### config.mk
export PLATFORM = sky130hd
export DESIGN_NAME = vector_fpu_top
export DESIGN_NICKNAME = d
export VERILOG_FILES = /design/src/vector_pkg.sv /design/src/vaddsub_if.sv /design/src/vector_fpu_top.sv /design/src/vaddsub_unit.sv /design/src/vaddsub.sv
export SDC_FILE = /design/constraint.sdc
export NUM_CORES = 1
export LEC_CHECK = 0
export BUFFER_PORTS_ARGS = -buffer_cell sky130_fd_sc_hd__buf_4
export CAP_MARGIN = 10
export CORE_MARGIN = 3
export CORE_UTILIZATION = 23
export CTS_CLUSTER_DIAMETER = 60
export DETAILED_ROUTE_END_ITERATION = 8
export HOLD_SLACK_MARGIN = 0.08
export PLACE_DENSITY = 0.48
export SLEW_MARGIN = 25
export SYNTH_ARGS = -nofsm -noshare
export SYNTH_HDL_FRONTEND = slang
export SYNTH_HIERARCHICAL = 1
export SYNTH_SLANG_ARGS = --single-unit
### constraint.sdc
create_clock -name CLK -period 7.33 [get_ports CLK]
set_clock_uncertainty 0.1 [all_clocks]
set_input_delay 1.466 -clock CLK [delete_from_list [all_inputs] [get_ports CLK]]
set_output_delay 1.466 -clock CLK [all_outputs]
set_load 0.005 [all_outputs]
### src/vector_pkg.sv
package vector_pkg;

  // fp16 field widths
  localparam int FP16_EXP_W  = 5;
  localparam int FP16_FRAC_W = 10;

  // IEEE half precision element
  typedef struct packed {
    logic                   sign;
    logic [FP16_EXP_W-1:0]  exp;
    logic [FP16_FRAC_W-1:0] frac;
  } fp16_t;

  // Vector opcodes handled by the add/sub unit
  typedef enum logic {
    VOP_ADD = 1'b0,
    VOP_SUB = 1'b1
  } vop_t;

  // Exponent value reserved for inf and NaN
  localparam logic [FP16_EXP_W-1:0] FP16_EXP_MAX = 5'd31;

  // Canonical quiet NaN, positive sign
  localparam fp16_t FP16_QNAN = 16'h7E00;

  // Positive infinity, set the sign bit for -inf
  localparam fp16_t FP16_POS_INF = 16'h7C00;

endpackage
### src/vaddsub_if.sv
`timescale 1ns/1ps

interface vaddsub_if import vector_pkg::*; ();

  fp16_t port_a;    // Operand A
  fp16_t port_b;    // Operand B, sign already adjusted for subtract
  logic  enable;    // Start strobe, one op per cycle
  fp16_t out;       // Result, zero when not valid
  logic  overflow;  // Result saturated to infinity

  // Lane adder side
  modport vaddsub (
    input  port_a,
    input  port_b,
    input  enable,
    output out,
    output overflow
  );

  // Vector unit side
  modport unit (
    output port_a,
    output port_b,
    output enable,
    input  out,
    input  overflow
  );

endinterface

### src/vector_fpu_top.sv
`timescale 1ns/1ps

module vector_fpu_top import vector_pkg::*; #(
  parameter int LANES = 4
) (
  input  logic                          CLK,
  input  logic                          nRST,
  input  logic                          in_valid,
  input  vop_t                          op,
  input  logic [LANES-1:0]              mask,
  input  logic [LANES*$bits(fp16_t)-1:0] va,
  input  logic [LANES*$bits(fp16_t)-1:0] vb,
  input  logic [LANES*$bits(fp16_t)-1:0] vd_old,
  output logic                          out_valid,
  output logic [LANES*$bits(fp16_t)-1:0] vd,
  output logic [LANES-1:0]              lane_ovf,
  input  logic                          ovf_clr,
  output logic                          ovf_sticky
);

  // Flat vectors map lane 0 to the low 16 bits
  vaddsub_unit #(
    .LANES (LANES)
  ) u_vaddsub_unit (
    .CLK        (CLK),
    .nRST       (nRST),
    .in_valid   (in_valid),
    .op         (op),
    .mask       (mask),
    .va         (va),
    .vb         (vb),
    .vd_old     (vd_old),
    .out_valid  (out_valid),
    .vd         (vd),
    .lane_ovf   (lane_ovf),
    .ovf_clr    (ovf_clr),
    .ovf_sticky (ovf_sticky)
  );

endmodule

### src/vaddsub_unit.sv
`timescale 1ns/1ps

module vaddsub_unit import vector_pkg::*; #(
  parameter int LANES = 4
) (
  input  logic                    CLK,
  input  logic                    nRST,
  input  logic                    in_valid,
  input  vop_t                    op,
  input  logic      [LANES-1:0]   mask,
  input  fp16_t     [LANES-1:0]   va,
  input  fp16_t     [LANES-1:0]   vb,
  input  fp16_t     [LANES-1:0]   vd_old,
  output logic                    out_valid,
  output fp16_t     [LANES-1:0]   vd,
  output logic      [LANES-1:0]   lane_ovf,
  input  logic                    ovf_clr,
  output logic                    ovf_sticky
);

  // Side pipeline matching the two adder stages
  logic                valid_q1;
  logic                valid_q2;
  logic  [LANES-1:0]   mask_q1;
  logic  [LANES-1:0]   mask_q2;
  fp16_t [LANES-1:0]   vd_old_q1;
  fp16_t [LANES-1:0]   vd_old_q2;

  vaddsub_if lane_if [LANES] ();

  genvar g;
  generate
    for (g = 0; g < LANES; g++) begin : g_lane
      assign lane_if[g].enable = in_valid & mask[g];  // Masked lanes stay idle
      assign lane_if[g].port_a = va[g];
      assign lane_if[g].port_b = (op == VOP_SUB) ? {~vb[g].sign, vb[g].exp, vb[g].frac}
                                                 : vb[g];

      vaddsub u_vaddsub (
        .CLK       (CLK),
        .nRST      (nRST),
        .vaddsubif (lane_if[g].vaddsub)
      );

      // Masked-off lanes keep their old value
      always_comb begin
        if (!valid_q2) begin
          vd[g] = '0;
        end else if (mask_q2[g]) begin
          vd[g] = lane_if[g].out;
        end else begin
          vd[g] = vd_old_q2[g];
        end
      end

      assign lane_ovf[g] = valid_q2 & mask_q2[g] & lane_if[g].overflow;
    end
  endgenerate

  always_ff @(posedge CLK or negedge nRST) begin
    if (!nRST) begin
      valid_q1 <= 1'b0;
      valid_q2 <= 1'b0;
      mask_q1  <= '0;
      mask_q2  <= '0;
    end else begin
      valid_q1 <= in_valid;
      valid_q2 <= valid_q1;
      mask_q1  <= mask;
      mask_q2  <= mask_q1;
    end
  end

  always_ff @(posedge CLK) begin
    if (in_valid) begin
      vd_old_q1 <= vd_old;
    end
    if (valid_q1) begin
      vd_old_q2 <= vd_old_q1;
    end
  end

  assign out_valid = valid_q2;

  // Sticky status, a new overflow beats the clear
  always_ff @(posedge CLK or negedge nRST) begin
    if (!nRST) begin
      ovf_sticky <= 1'b0;
    end else if (|lane_ovf) begin
      ovf_sticky <= 1'b1;
    end else if (ovf_clr) begin
      ovf_sticky <= 1'b0;
    end
  end

endmodule

### src/vaddsub.sv
`timescale 1ns/1ps

module vaddsub import vector_pkg::*; (
  input  logic       CLK,
  input  logic       nRST,
  vaddsub_if.vaddsub vaddsubif
);

  localparam int EXP_W  = FP16_EXP_W;
  localparam int FRAC_W = FP16_FRAC_W;
  localparam int SIG_W  = FRAC_W + 1;   // Hidden bit plus fraction
  localparam int GRS_W  = 3;            // Guard, round, sticky
  localparam int EXT_W  = SIG_W + GRS_W;
  localparam int SUM_W  = EXT_W + 1;    // Room for carry out of the add

  // Stage 1 combinational signals
  fp16_t             a;
  fp16_t             b;
  logic              a_nan;
  logic              b_nan;
  logic              a_inf;
  logic              b_inf;
  logic              special_n;
  fp16_t             special_res_n;
  logic [SIG_W-1:0]  sig_a;
  logic [SIG_W-1:0]  sig_b;
  logic [EXP_W-1:0]  exp_a;
  logic [EXP_W-1:0]  exp_b;
  logic              swap;
  logic [SIG_W-1:0]  sig_big;
  logic [SIG_W-1:0]  sig_small;
  logic [EXP_W-1:0]  exp_big;
  logic [EXP_W-1:0]  exp_small;
  logic              sign_big;
  logic              sign_small;
  logic [EXP_W-1:0]  exp_diff;
  logic [EXP_W-1:0]  align_sh;
  logic [2*EXT_W-1:0] align_wide;
  logic [EXT_W-1:0]  small_al;
  logic              eff_add;
  logic [SUM_W-1:0]  mag_n;
  logic              sign_n;

  // Stage 1 registers
  logic              s1_v;
  logic              s1_special;
  fp16_t             s1_special_res;
  logic [SUM_W-1:0]  s1_mag;
  logic [EXP_W-1:0]  s1_exp;
  logic              s1_sign;

  // Stage 2 combinational signals
  logic [3:0]        lz;
  logic [EXP_W-1:0]  shl;
  logic [SUM_W-1:0]  norm;
  logic [EXP_W:0]    exp_n;
  logic [SIG_W-1:0]  sig_n;
  logic              guard;
  logic              rnd;
  logic              sticky;
  logic              round_up;
  logic [SIG_W:0]    sig_sum;
  logic [SIG_W-1:0]  sig_post;
  logic [EXP_W:0]    exp_post;
  fp16_t             out_n;
  logic              ovf_n;

  // Stage 2 registers
  logic              s2_v;
  fp16_t             s2_out;
  logic              s2_ovf;

  function automatic logic is_nan(input fp16_t f);
    return (f.exp == FP16_EXP_MAX) && (f.frac != '0);
  endfunction

  function automatic logic is_inf(input fp16_t f);
    return (f.exp == FP16_EXP_MAX) && (f.frac == '0);
  endfunction

  // Subnormals share the scale of exponent 1
  function automatic logic [EXP_W-1:0] eff_exp(input fp16_t f);
    return (f.exp == '0) ? EXP_W'(1) : f.exp;
  endfunction

  function automatic logic [SIG_W-1:0] full_sig(input fp16_t f);
    return {(f.exp != '0), f.frac};
  endfunction

  // Leading zeros in the aligned field, hidden bit position first
  function automatic logic [3:0] lzc(input logic [EXT_W-1:0] x);
    logic [3:0] cnt;
    logic       found;
    cnt   = 4'(EXT_W);
    found = 1'b0;
    for (int i = EXT_W - 1; i >= 0; i--) begin
      if (!found && x[i]) begin
        cnt   = 4'(EXT_W - 1 - i);
        found = 1'b1;
      end
    end
    return cnt;
  endfunction

  assign a = vaddsubif.port_a;
  assign b = vaddsubif.port_b;

  assign a_nan = is_nan(a);
  assign b_nan = is_nan(b);
  assign a_inf = is_inf(a);
  assign b_inf = is_inf(b);

  // NaN and infinity handling
  always_comb begin
    special_n     = 1'b1;
    special_res_n = FP16_QNAN;
    if (a_nan || b_nan) begin
      special_res_n = FP16_QNAN;
    end else if (a_inf && b_inf && (a.sign != b.sign)) begin
      special_res_n = FP16_QNAN;             // inf - inf
    end else if (a_inf) begin
      special_res_n = {a.sign, FP16_POS_INF[14:0]};
    end else if (b_inf) begin
      special_res_n = {b.sign, FP16_POS_INF[14:0]};
    end else begin
      special_n = 1'b0;
    end
  end

  assign sig_a = full_sig(a);
  assign sig_b = full_sig(b);
  assign exp_a = eff_exp(a);
  assign exp_b = eff_exp(b);

  // Larger magnitude goes on the big side
  assign swap = (exp_b > exp_a) || ((exp_b == exp_a) && (sig_b > sig_a));

  assign sig_big    = swap ? sig_b : sig_a;
  assign sig_small  = swap ? sig_a : sig_b;
  assign exp_big    = swap ? exp_b : exp_a;
  assign exp_small  = swap ? exp_a : exp_b;
  assign sign_big   = swap ? b.sign : a.sign;
  assign sign_small = swap ? a.sign : b.sign;

  assign exp_diff = exp_big - exp_small;
  assign align_sh = (exp_diff > EXP_W'(EXT_W)) ? EXP_W'(EXT_W) : exp_diff;

  // Shifted-out bits land in the low half and feed sticky
  assign align_wide = {sig_small, {GRS_W{1'b0}}, {EXT_W{1'b0}}} >> align_sh;
  assign small_al   = {align_wide[2*EXT_W-1:EXT_W+1],
                       align_wide[EXT_W] | (|align_wide[EXT_W-1:0])};

  assign eff_add = (sign_big == sign_small);

  always_comb begin
    if (eff_add) begin
      mag_n = {1'b0, sig_big, {GRS_W{1'b0}}} + {1'b0, small_al};
    end else begin
      mag_n = {1'b0, sig_big, {GRS_W{1'b0}}} - {1'b0, small_al};
    end
  end

  // Exact cancellation gives +0
  assign sign_n = (mag_n == '0 && !eff_add) ? 1'b0 : sign_big;

  always_ff @(posedge CLK or negedge nRST) begin
    if (!nRST) begin
      s1_v <= 1'b0;
    end else begin
      s1_v <= vaddsubif.enable;
    end
  end

  always_ff @(posedge CLK) begin
    if (vaddsubif.enable) begin
      s1_special     <= special_n;
      s1_special_res <= special_res_n;
      s1_mag         <= mag_n;
      s1_exp         <= exp_big;
      s1_sign        <= sign_n;
    end
  end

  assign lz = lzc(s1_mag[EXT_W-1:0]);

  // Normalise, never below the subnormal scale
  always_comb begin
    shl = '0;
    if (s1_mag[SUM_W-1]) begin
      norm  = {1'b0, s1_mag[SUM_W-1:2], s1_mag[1] | s1_mag[0]};
      exp_n = {1'b0, s1_exp} + 1'b1;
    end else begin
      if (EXP_W'(lz) < s1_exp) begin
        shl = EXP_W'(lz);
      end else begin
        shl = s1_exp - 1'b1;
      end
      norm  = s1_mag << shl;
      exp_n = {1'b0, s1_exp - shl};
    end
  end

  assign sig_n  = norm[EXT_W-1:GRS_W];
  assign guard  = norm[2];
  assign rnd    = norm[1];
  assign sticky = norm[0];

  assign round_up = guard & (rnd | sticky | sig_n[0]);  // Ties to even
  assign sig_sum  = {1'b0, sig_n} + round_up;

  // Carry out of rounding bumps the exponent
  assign sig_post = sig_sum[SIG_W] ? {1'b1, {FRAC_W{1'b0}}} : sig_sum[SIG_W-1:0];
  assign exp_post = exp_n + sig_sum[SIG_W];

  always_comb begin
    ovf_n = 1'b0;
    if (s1_special) begin
      out_n = s1_special_res;
    end else if (exp_post >= {1'b0, FP16_EXP_MAX}) begin
      out_n = {s1_sign, FP16_POS_INF[14:0]};
      ovf_n = 1'b1;
    end else if (!sig_post[FRAC_W]) begin
      out_n = {s1_sign, {EXP_W{1'b0}}, sig_post[FRAC_W-1:0]};  // Subnormal or zero
    end else begin
      out_n = {s1_sign, exp_post[EXP_W-1:0], sig_post[FRAC_W-1:0]};
    end
  end

  always_ff @(posedge CLK or negedge nRST) begin
    if (!nRST) begin
      s2_v <= 1'b0;
    end else begin
      s2_v <= s1_v;
    end
  end

  always_ff @(posedge CLK) begin
    if (s1_v) begin
      s2_out <= out_n;
      s2_ovf <= ovf_n;
    end
  end

  assign vaddsubif.out      = s2_v ? s2_out : '0;
  assign vaddsubif.overflow = s2_v & s2_ovf;

endmodule

Word-level counts from Yosys, hierarchy flattened
Index checks and enable logic that the tools add are counted.

cells by class
  $add $sub $neg = 32
  magnitude comparators = 20
  equality and inequality tests = 20
  shifts and indexed selects = 8
  multiplexer cells = 214
  bitwise operators = 40
  reduce and logical (&&, ||, !) cells = 198

operator list
  kind                   number
  $mux W16               28
  $mux W4                56
  $mux W15               12
  $mux W5                28
  $mux W11               12
  $shr A28 B5 Y28        4
  $logic_and A1 B1 Y1    84
  $logic_not A10 Y1      8
  $reduce_bool A10 Y1    8
  $mux W1                70
  $add A14 B14 Y15       4
  $logic_not A15 Y1      4
  $shl A15 B5 Y14        4
  $sub A14 B14 Y15       4
  $logic_not A1 Y1       56
  $mux W14               4
  $reduce_or A14 Y1      4
  $add A11 B1 Y12        4
  $gt A11 B11 Y1         4
  $eq A5 B5 Y1 const B   8
  $logic_not A5 Y1       8
  $reduce_bool A5 Y1     8
  $sub A5 B5 Y5          8
  $add A5 B1 Y6 const B  4
  18 further kinds       98

storage, ports and cells
  register bits after elaboration = 367
  bits of input ports = 201
  output and inout bits = 70

Longest topological paths before layout
Gate-level depths: netlist of run 1.

  word-level depth = 53
  depth in mapped cells = 42
  mapped depth without buffers = 39

Hierarchy
Netlist of run 1, hierarchy kept.

by module, submodules not included
  module                                            times used  cells each  area each (um^2)
  vaddsub (u_vaddsub_unit.g_lane[1].u_vaddsub ...)  2           898         6,846.6
  vaddsub (u_vaddsub_unit.g_lane[0].u_vaddsub)      1           903         7,029.2
  vaddsub (u_vaddsub_unit.g_lane[3].u_vaddsub)      1           875         6,774.0
  vaddsub_unit                                      1           297         5,381.4

Least setup slack after synthesis of run 1
No wires, ideal clock.

  kind = input port to flip-flop
  start = input vb[27]
  end = register u_vaddsub_unit.g_lane[1].u_vaddsub.s1_sign, data pin
  data arrival time = 9.162 ns
  data required time = 6.966 ns
  path slack = -2.196 ns
  stages = 34
  cells stage by stage = buf_2 nor4_1 nand2b_1 ha_1 and4_1 a2111o_1 a2111oi_0 nor3_1 ha_1 a211oi_2 nor2b_1 o41ai_4 nand3_4 a21oi_1 clkbuf_1 mux2_2 mux2_2 ha_1 nor2b_1 o21a_1 o21bai_1 a21oi_1 nor2_1 o21bai_1 a21oi_1 o21bai_1 a21oi_1 o21a_1 o311ai_0 a31o_2 or4_1 nor4b_1 or4b_1 o41a_1

on the way
  word-level cells in the longest chain between the ends = 17

ends and longest elaborated chain
  item                                                                       line                  RTL
  start: declaration                                                         vector_fpu_top.sv:12  input logic [LANES*$bits(fp16_t)-1:0] vb,
  $mux W16 (*)                                                               vaddsub_unit.sv:36    assign lane_if[g].port_b = (op == VOP_SUB) ? {~vb[g].sign, vb[g].exp, vb[g].frac}
  parallel branches: the longest is 13 deep, another holds $sub A14 B14 Y15  -
  $mux W15 (*)                                                               vaddsub.sv:156        if (eff_add) begin
  net u_vaddsub_unit.g_lane[1].u_vaddsub.mag_n[14]                           vaddsub.sv:41         logic [SUM_W-1:0] mag_n;
  $logic_not A15 Y1 (*)                                                      vaddsub.sv:164        assign sign_n = (mag_n == '0 && !eff_add) ? 1'b0 : sign_big;
  $logic_and A1 B1 Y1 (*)                                                    vaddsub.sv:164
  end signal: assignment                                                     vaddsub.sv:180        s1_sign <= sign_n;
  end: declaration                                                           vaddsub.sv:50         logic s1_sign;

Mark *: on every way through the listed nets, which the timed path passes.
A chain may end at the register's enable or synchronous reset.

Worst setup path after layout of run 1
  start = input va[30]
  end = register u_vaddsub_unit.g_lane[1].u_vaddsub.s1_sign, data pin

on the way
  word-level cells in the longest chain between the ends = 16

ends and longest elaborated chain
  item                                                                       line                  RTL
  start: declaration                                                         vector_fpu_top.sv:11  input logic [LANES*$bits(fp16_t)-1:0] va,
  parallel branches: the longest is 13 deep, another holds $sub A14 B14 Y15  -
  $mux W15 (*)                                                               vaddsub.sv:156
  net u_vaddsub_unit.g_lane[1].u_vaddsub.mag_n[14]                           vaddsub.sv:41
  $logic_not A15 Y1 (*)                                                      vaddsub.sv:164
  $logic_and A1 B1 Y1 (*)                                                    vaddsub.sv:164

Marks and branches as above.

==> results of run 1 <==
[placed cells by master (no fill, tap or decap), drive strengths merged, types with 78 or more instances in the layout]
cell,Yosys,layout
o21ai,239,239
and2,107,107
a21o,78,78
mux2i,190,190
nor2,309,309
nand3,141,141
ha,208,208
nor3,128,128
inv,219,226
edfxtp,292,292
a21oi,260,260
buf,59,1473
nand2,312,312
nor2b,102,102
[worst paths after layout]
| path | slack, ns | from | depth (start not counted) | end |
|---|---|---|---|---|
| min in group asynchronous | 0.76 | nRST | 1 | u_vaddsub_unit/g_lane[1].u_vaddsub/s2_v |
| worst min-delay path | 0.24 | u_vaddsub_unit/mask_q1[0] | 0 | u_vaddsub_unit/mask_q2[0] |
| worst min register to register | 0.24 | u_vaddsub_unit/mask_q1[0] | 0 | u_vaddsub_unit/mask_q2[0] |
| worst max-delay path | -1.45 | va[30] | 37 | u_vaddsub_unit/g_lane[1].u_vaddsub/s1_sign |
| max in group asynchronous | 6.00 | nRST | 1 | u_vaddsub_unit/mask_q2[1] |
| worst max register to register | 0.49 | u_vaddsub_unit/g_lane[3].u_vaddsub/s1_mag[11] | 31 | u_vaddsub_unit/g_lane[3].u_vaddsub/s2_out[12] |
[kinds of logic after synthesis]
kind of cell / after synthesis / synth area share [%]
compound gates: 1130 / 24.5
xor+xnor: 120 / 3.22
fa+ha+maj: 216 / 8.40
buf+inv: 411 / 5.12
flops: 311 / 28.1
mux: 265 / 8.56
simple gates: 1418 / 22.1
[per-layer routing]
metal	part of all wire [%]	wire length, um	GRT usage [%]	up-vias
met5	0.027	35	0	-
met4	2.4	3140	3.83	6
met3	4.2	5380	1.93	156
met2	47	61100	28.4	793
met1	46	59800	22.7	16500
li1	-	-	-	17200
[state kept, by name, indices dropped and copies added, names as in the netlist, 8 cells and up]
| register | flops |
|---|---|
| u_vaddsub_unit/g_lane.u_vaddsub/s1_exp | 20 |
| u_vaddsub_unit/g_lane.u_vaddsub/s1_special_res | 8 |
| u_vaddsub_unit/g_lane.u_vaddsub/s1_mag | 60 |
| u_vaddsub_unit/vd_old_q2 | 64 |
| u_vaddsub_unit/vd_old_q1 | 64 |
| u_vaddsub_unit/g_lane.u_vaddsub/s2_out | 64 |
[power breakdown]
part           switching (mW)  internal [mW]  leakage, nW
registers               0.183           2.23         3.00
clock network           0.755           1.06        0.590
logic                    3.44           3.34         17.4
total                    4.38           6.63         21.0
[repair_timing]
item	in CTS	in global routing
gates resized for setup	140	224
pin swaps	114	133
endpoints found under the setup margin	29	106
buffers inserted	100	74
[area by class of cell]
type / count / share of cell area [%]
Sequential cell: 311 / 18.9
Timing Repair Buffer: 1473 / 23.3
Clock buffer: 49 / 2.07
Clock inverter: 18 / 0.386
Inverter: 223 / 1.72
Multi-Input combinational cell: 3149 / 48.8
Antenna cell: 3 / 0.0153
Tap cell: 1890 / 4.83
[critical path: cells and delay by family]
family          cells  cell delay (ns)
compound gates     18             3.72
fa+ha+maj           3             0.69
buf+inv             2             0.20
mux                 2             0.56
simple gates       12             2.34
==> results summary, run 1 <==
The flow ran to the end, but the final reports show violations. The final reports fail on negative setup slack. The placeable core region came out at 0.142 mm^2. The startpoint type of the worst setup path is an input port.

The placed wire-length estimate is 105 mm. The total vias in the final route is 34700. The clock-pin slew reported for the worst setup and hold paths after clock tree synthesis is 0.05 ns. The cell count after synthesis came out at 3871. Entering global routing, the biggest net connects 70 pins.

The worst slew slack as a fraction of its limit is 19.4%. The standby leakage power is 21.0 nW. In the synthesized netlist the dominant register cell turns out to be edfxtp_1. The combined area of all synthesized cells is 0.0329 mm^2. The Yosys step of the flow raised 6 warnings. The synthesized area divided by synthesized cell count is 8.49 um^2.

The clock drives 311 sinks. The count of pins over their slew limit came out at 0. Hold repair after CTS inserted 0 buffers.

The slack of the critical path came out at -1.45 ns. The slowest stage of the critical path belongs to the cell or4_1. The via-per-instance ratio is 4.88.

The highest fanout seen on the critical path came out at 4. The largest buffer count on any clock path is 3. The final period demand of the worst path is 8.78 ns. Yosys instantiated no cell more often than nand2_1.

The worst hold path belongs to the class register to register. The die span in y is 384 um. Counting instances in the post-synthesis netlist gives the leading cell types as 311 x nand2_1, 309 x nor2_1, 292 x edfxtp_1, 254 x a21oi_1, 214 x o21ai_0.

The worst voltage drop across the vdd grid came out at 0.151 mV. The number of different library cells used by synthesis comes to 133. The final hold slack came out at 0.245 ns.

The placement-stage cell area is 0.0451 mm^2. The largest area contributor in the synthesized netlist is edfxtp_1. The number of top-level pins is 271. The post-placement setup slack came out at -2.14 ns.

In the final layout, the share of cells above drive strength 1 is 38.8%. Overall power consumption after layout is estimated at 11.0 mW. The floorplan die area came out at 0.148 mm^2. The number of filler instances in the final layout is 14600.

The number of optimization iterations in the first detailed-route pass is 5. TritonCTS built the clock tree. The area growth from synthesis to layout is 49.0%. The remaining global-route overflow came out at 0.

The register area is 0.00925 mm^2. The count of buffers added on input and output ports is 270. Counting stages on the worst path, the most repeated cell is a21oi_2.

The multi-input combinational cells in the finished layout cover a total of 0.0239 mm^2. STA classifies the critical path endpoint as a register. The die is 384 um wide. The detailed router finished its first iteration with 2223 violations. The critical path class is input port to register. The data required time of the critical path is 7.53 ns.

Buffers inserted during clock tree synthesis total 37. The net count after synthesis came out at 4288. The number of antenna violations at the first check in global routing was 5. The end-of-flow core utilization came out at 34.6%.

In the post-synthesis netlist, the biggest area contributors are edfxtp_1 27%, ha_1 7.9%, mux2i_1 5.8%, a21oi_1 3.9%, nand2_1 3.6%. In this run the clock root is driven by a clkbuf_16. The ratio of total power to cell area is 225 mW/mm^2. The later-pin clock latency in the skew report is 0.56 ns. The total negative slack for setup checks is -8.41 ns.

The number of nets at the end of the flow is 5612. Once placement completed, the tool counted placed cells totaling 6915. The wire length of the first global-routing pass came out at 198 mm. After detailed routing, the average wire length per cell comes to 18.2 um. The final standard cell area without fillers is 0.0490 mm^2. The floorplan has 138 rows.

STA puts the critical path data arrival time at 8.98 ns. Setup repair after global routing could not meet its margin everywhere. In the routed design, unresolved DRC markers number 0. The effective utilization at floorplan is 23.2%. For the pin with the worst max-slew slack, the measured transition is 1.20 ns. Global routing used 16.8% of the available tracks across all layers. The sequential share of the synthesized area is 28.1%. The count of cells in the finished layout, fillers not included, comes to 7116.

The number of endpoints with negative hold slack in the final report is 0. The number of antenna-violating nets in the routed design is 0. The number of enable flip-flop cells after synthesis is 292. The number of violations of the max-capacitance limit is 0. Counting flops with an async set or reset pin after synthesis yields a share of 6.11%. For this run, the top clock speed supported by timing is 0.114 GHz. The worst path uses 120% of the clock period.

The top cell type's share of synthesized area came out at 26.7%. The final-report setup violation count is 23. The total wire length came out at 129 mm.

The flip-flop and latch count after synthesis is 311. The clock tree synthesis step divided the H-tree into 2 levels. The number of global-route vias before repair is 34300. The final estimated routing congestion in global placement came out at 0.906. The maximum cell stage delay along the critical path is 0.50 ns.
Note: power is estimated with default switching activity, not from simulation.
==> run 2, diff against run 1 <==
PLACE_DENSITY = 0.42   (was 0.48)
==> run 2 against run 1 <==
  * The run still ends with negative setup slack left
  * Global-route usage grew 0.54 points
  * Via count shrank 0.16%
  * Sequential share of layout area shrank 0.17 points
  * Register-to-register slack gained 0.08 ns
  * Worst hold slack gained 0.00056 ns
  * First-iteration DRC count shrank 15%
  * Sequential cell count is the same
  * Die area is the same
  * Critical endpoint is now u_vaddsub_unit/g_lane[2].u_vaddsub/s1_sign
  * Fmax grew 0.88%
  * Critical path type unchanged
  * Wire length grew 2.2%
  * Worst setup slack gained 0.076 ns
==> results summary, run 2 (synthesis results as in run 1) <==
The run finished, with violations left. The checks that failed: negative setup slack. The depth of the CTS H-tree is 2. The number of nets at the end of the flow came out at 5647. The layout has 14700 filler cells. The wire length of the first global-routing pass is 202 mm.

The number of antenna violations at the first check in global routing came out at 6. The count of buffers from port buffering is 270. The hold-fix buffer count after cts came out at 0.

The floorplan has 138 rows. The final-report setup violation count is 25. The standby leakage power is 21.3 nW. The endpoint identified for the worst register-to-register timing path is u_vaddsub_unit/g_lane[3].u_vaddsub/s2_out[1]. Measured in cells, the most critical reg-to-reg path has a length of 31. The worst path in the final design needs a cycle of 8.71 ns, including I/O delays and setup.

The kind of capture point of the worst setup path is a register. The share of total power in sequential cells came out at 21.7%. TritonCTS built the clock tree. The area growth from synthesis to layout is 50.4%. The worst-case hold path end point is u_vaddsub_unit/mask_q2[1].

Data arrives at the worst endpoint at 8.94 ns. Entering global routing, the biggest net connects 68 pins. The final hold slack came out at 0.245 ns. The wire-length estimate of the detail-placed layout is 107 mm.

The slack of the critical path is -1.38 ns. The largest registers in the layout are u_vaddsub_unit/g_lane.u_vaddsub/s2_out x64, u_vaddsub_unit/vd_old_q1 x64, u_vaddsub_unit/vd_old_q2 x64. No sink is reached through more buffers than the 3 on the longest clock path. The final standard cell area without fillers came out at 0.0494 mm^2. In this run the tightest slew margin relative to its limit is 31.9%. Along the worst hold path, the cell count comes to 0. The detailed router finished its first iteration with 1889 violations. The share of the clock period used by the worst path came out at 119%.

The largest individual stage delay along the critical path comes from the cell or4b_4. The tool flagged a number of max-cap violations equal to 0. Static timing analysis puts the maximum clock frequency at 0.115 GHz. The fraction of final layout cells sized beyond drive strength 1 is 39.4%. The final estimated routing congestion in global placement is 0.924.

The cell sitting at the root of the clock tree is a clkbuf_16. The remaining global-route overflow is 0. The combinational share of power is 60.0%. After clock tree synthesis, the clock-pin slew on the worst setup and hold paths is 0.05 ns. In this run the critical register-to-register path is launched from u_vaddsub_unit/g_lane[3].u_vaddsub/s1_mag[11]. The startpoint identified for the worst hold timing path is u_vaddsub_unit/mask_q1[1]. The die is 384 um wide. The number of remaining DRC errors came out at 0. The most frequent standard cell in the layout excluding fill and tap cells is buf_4. In the layout the commonest cells are 1433 x buf_4, 302 x nand2_1, 292 x edfxtp_1, 290 x nor2_1, 207 x a21oi_1. The slew at the pin closest to its max-slew limit came out at 1.01 ns. The detail route stage leaves a number of antenna-violating nets equal to 0.

The via-per-instance ratio came out at 4.84. Setup repair after global routing could not meet its margin everywhere. The highest fanout seen on the critical path is 7. The worst setup slack for register-to-register paths came out at 0.57 ns.

The cell-internal power came out at 6.72 mW. In this run the cell area measured after placement is 0.0449 mm^2. For the worst-skew pair, the clock arrives at the later sink with an insertion delay of 0.58 ns. In this run the power spent charging and discharging nets is 4.46 mW. The worst hold path belongs to the class register to register. The maximum cell stage delay along the critical path is 0.47 ns. After detailed routing, the average wire length per cell comes to 18.5 um. The routed layout has 34600 vias.

The global routing usage summed across all routing layers came out at 17.3%. The switching portion of total power came out at 39.9%. The effective utilization at floorplan came out at 23.2%. The total wire length is 132 mm. The clock network accounts for 18.3% of the total power.

The number of endpoints with negative hold slack in the final report came to 0. The number of inserted diodes came out at 0. The number of global-route vias before repair came out at 35000. The core region is 0.142 mm^2. STA classifies the critical path startpoint as an input port.

The number of optimization iterations in the first detailed-route pass is 5. The critical path class is input port to register. The ratio of total power to cell area came out at 226 mW/mm^2. The data required time of the critical path came out at 7.56 ns. The die span in y is 384 um. The clock net sink count is 311.

The count of pins over their slew limit came out at 0. The worst voltage drop across the vdd grid came out at 0.149 mV. The floorplan die area is 0.148 mm^2. 271 I/O pins were placed. Buffers inserted during clock tree synthesis total 43. The total negative slack for setup checks came out at -8.50 ns.
## run 2: power by group through the flow
stage / Clock (mW) / Sequential [mW] / Combinational [mW]
detailed placement: 0 / 2.46 / 6.02
global route: 2.21 / 2.45 / 7.34
finish: 2.05 / 2.43 / 6.71
floorplan: 0 / 2.36 / 3.38
global placement: 0 / 2.46 / 6.06
CTS: 2.12 / 2.43 / 6.32
## run 2: worst max-delay path by stage
stage | startpoint | endpoint | slack (ns) | depth (start not counted)
6_report | vb[43] | u_vaddsub_unit/g_lane[2].u_vaddsub/s1_sign | -1.38 | 36
2_1_floorplan | vb[30] | u_vaddsub_unit/g_lane[1].u_vaddsub/s1_sign | -1.81 | 34
3_5_place_dp | vb[46] | u_vaddsub_unit/g_lane[2].u_vaddsub/s1_sign | -2.30 | 38
3_3_place_gp | va[46] | u_vaddsub_unit/g_lane[2].u_vaddsub/s1_sign | -2.22 | 39
5_1_grt | va[43] | u_vaddsub_unit/g_lane[2].u_vaddsub/s1_sign | -1.74 | 37
4_1_cts | vb[43] | u_vaddsub_unit/g_lane[2].u_vaddsub/s1_sign | -1.36 | 37
## run 2: area by class of cell
cell class              instances  area (um^2)  share of cell area (%)
multi-input cells            3149        24000                    48.4
flip-flops and latches        311         9250                    18.7
clock buffers                  52         1150                    2.33
clock inverters                26          268                   0.542
inverters                     223          841                    1.70
repair buffers               1502        11600                    23.5
well taps                    1890         2360                    4.78
## run 2: timing repair
| item | in CTS | in global routing |
|---|---|---|
| buffers inserted | 155 | 66 |
| pin swaps | 97 | 145 |
| setup endpoints to repair | 31 | 106 |
| cloned | 0 | 1 |
| resized for setup | 134 | 245 |
## run 2: metrics by stage
stage	utilization (%)	setup WS (ns)	std cells	power [mW]
finish	34.9	-1.38	7153	11.2
global route	34.9	-1.74	7153	12.0
CTS	33.9	-1.36	7117	10.9
detailed placement	31.7	-2.30	6895	8.49
global placement	31.7	-2.22	6895	8.52
floorplan	-	-1.81	3871	5.74
## run 2: routing by layer
metal	up-vias	part of all wire, %	track usage (%)	wire length [um]
met5	-	0.0098	0	13
li1	17200	-	-	-
met3	167	4.2	2.04	5490
met2	708	46	28.2	60300
met4	2	3.5	5.73	4570
met1	16500	47	23.7	61900
## run 2: worst max-delay path: cells and delay by family
family | cells | cell delay, ns
and+or+nand+nor | 11 | 2.14
muxes | 2 | 0.59
buffers and inverters | 3 | 0.46
AOI/OAI and AO/OA | 17 | 3.53
adders and majority gates | 3 | 0.74
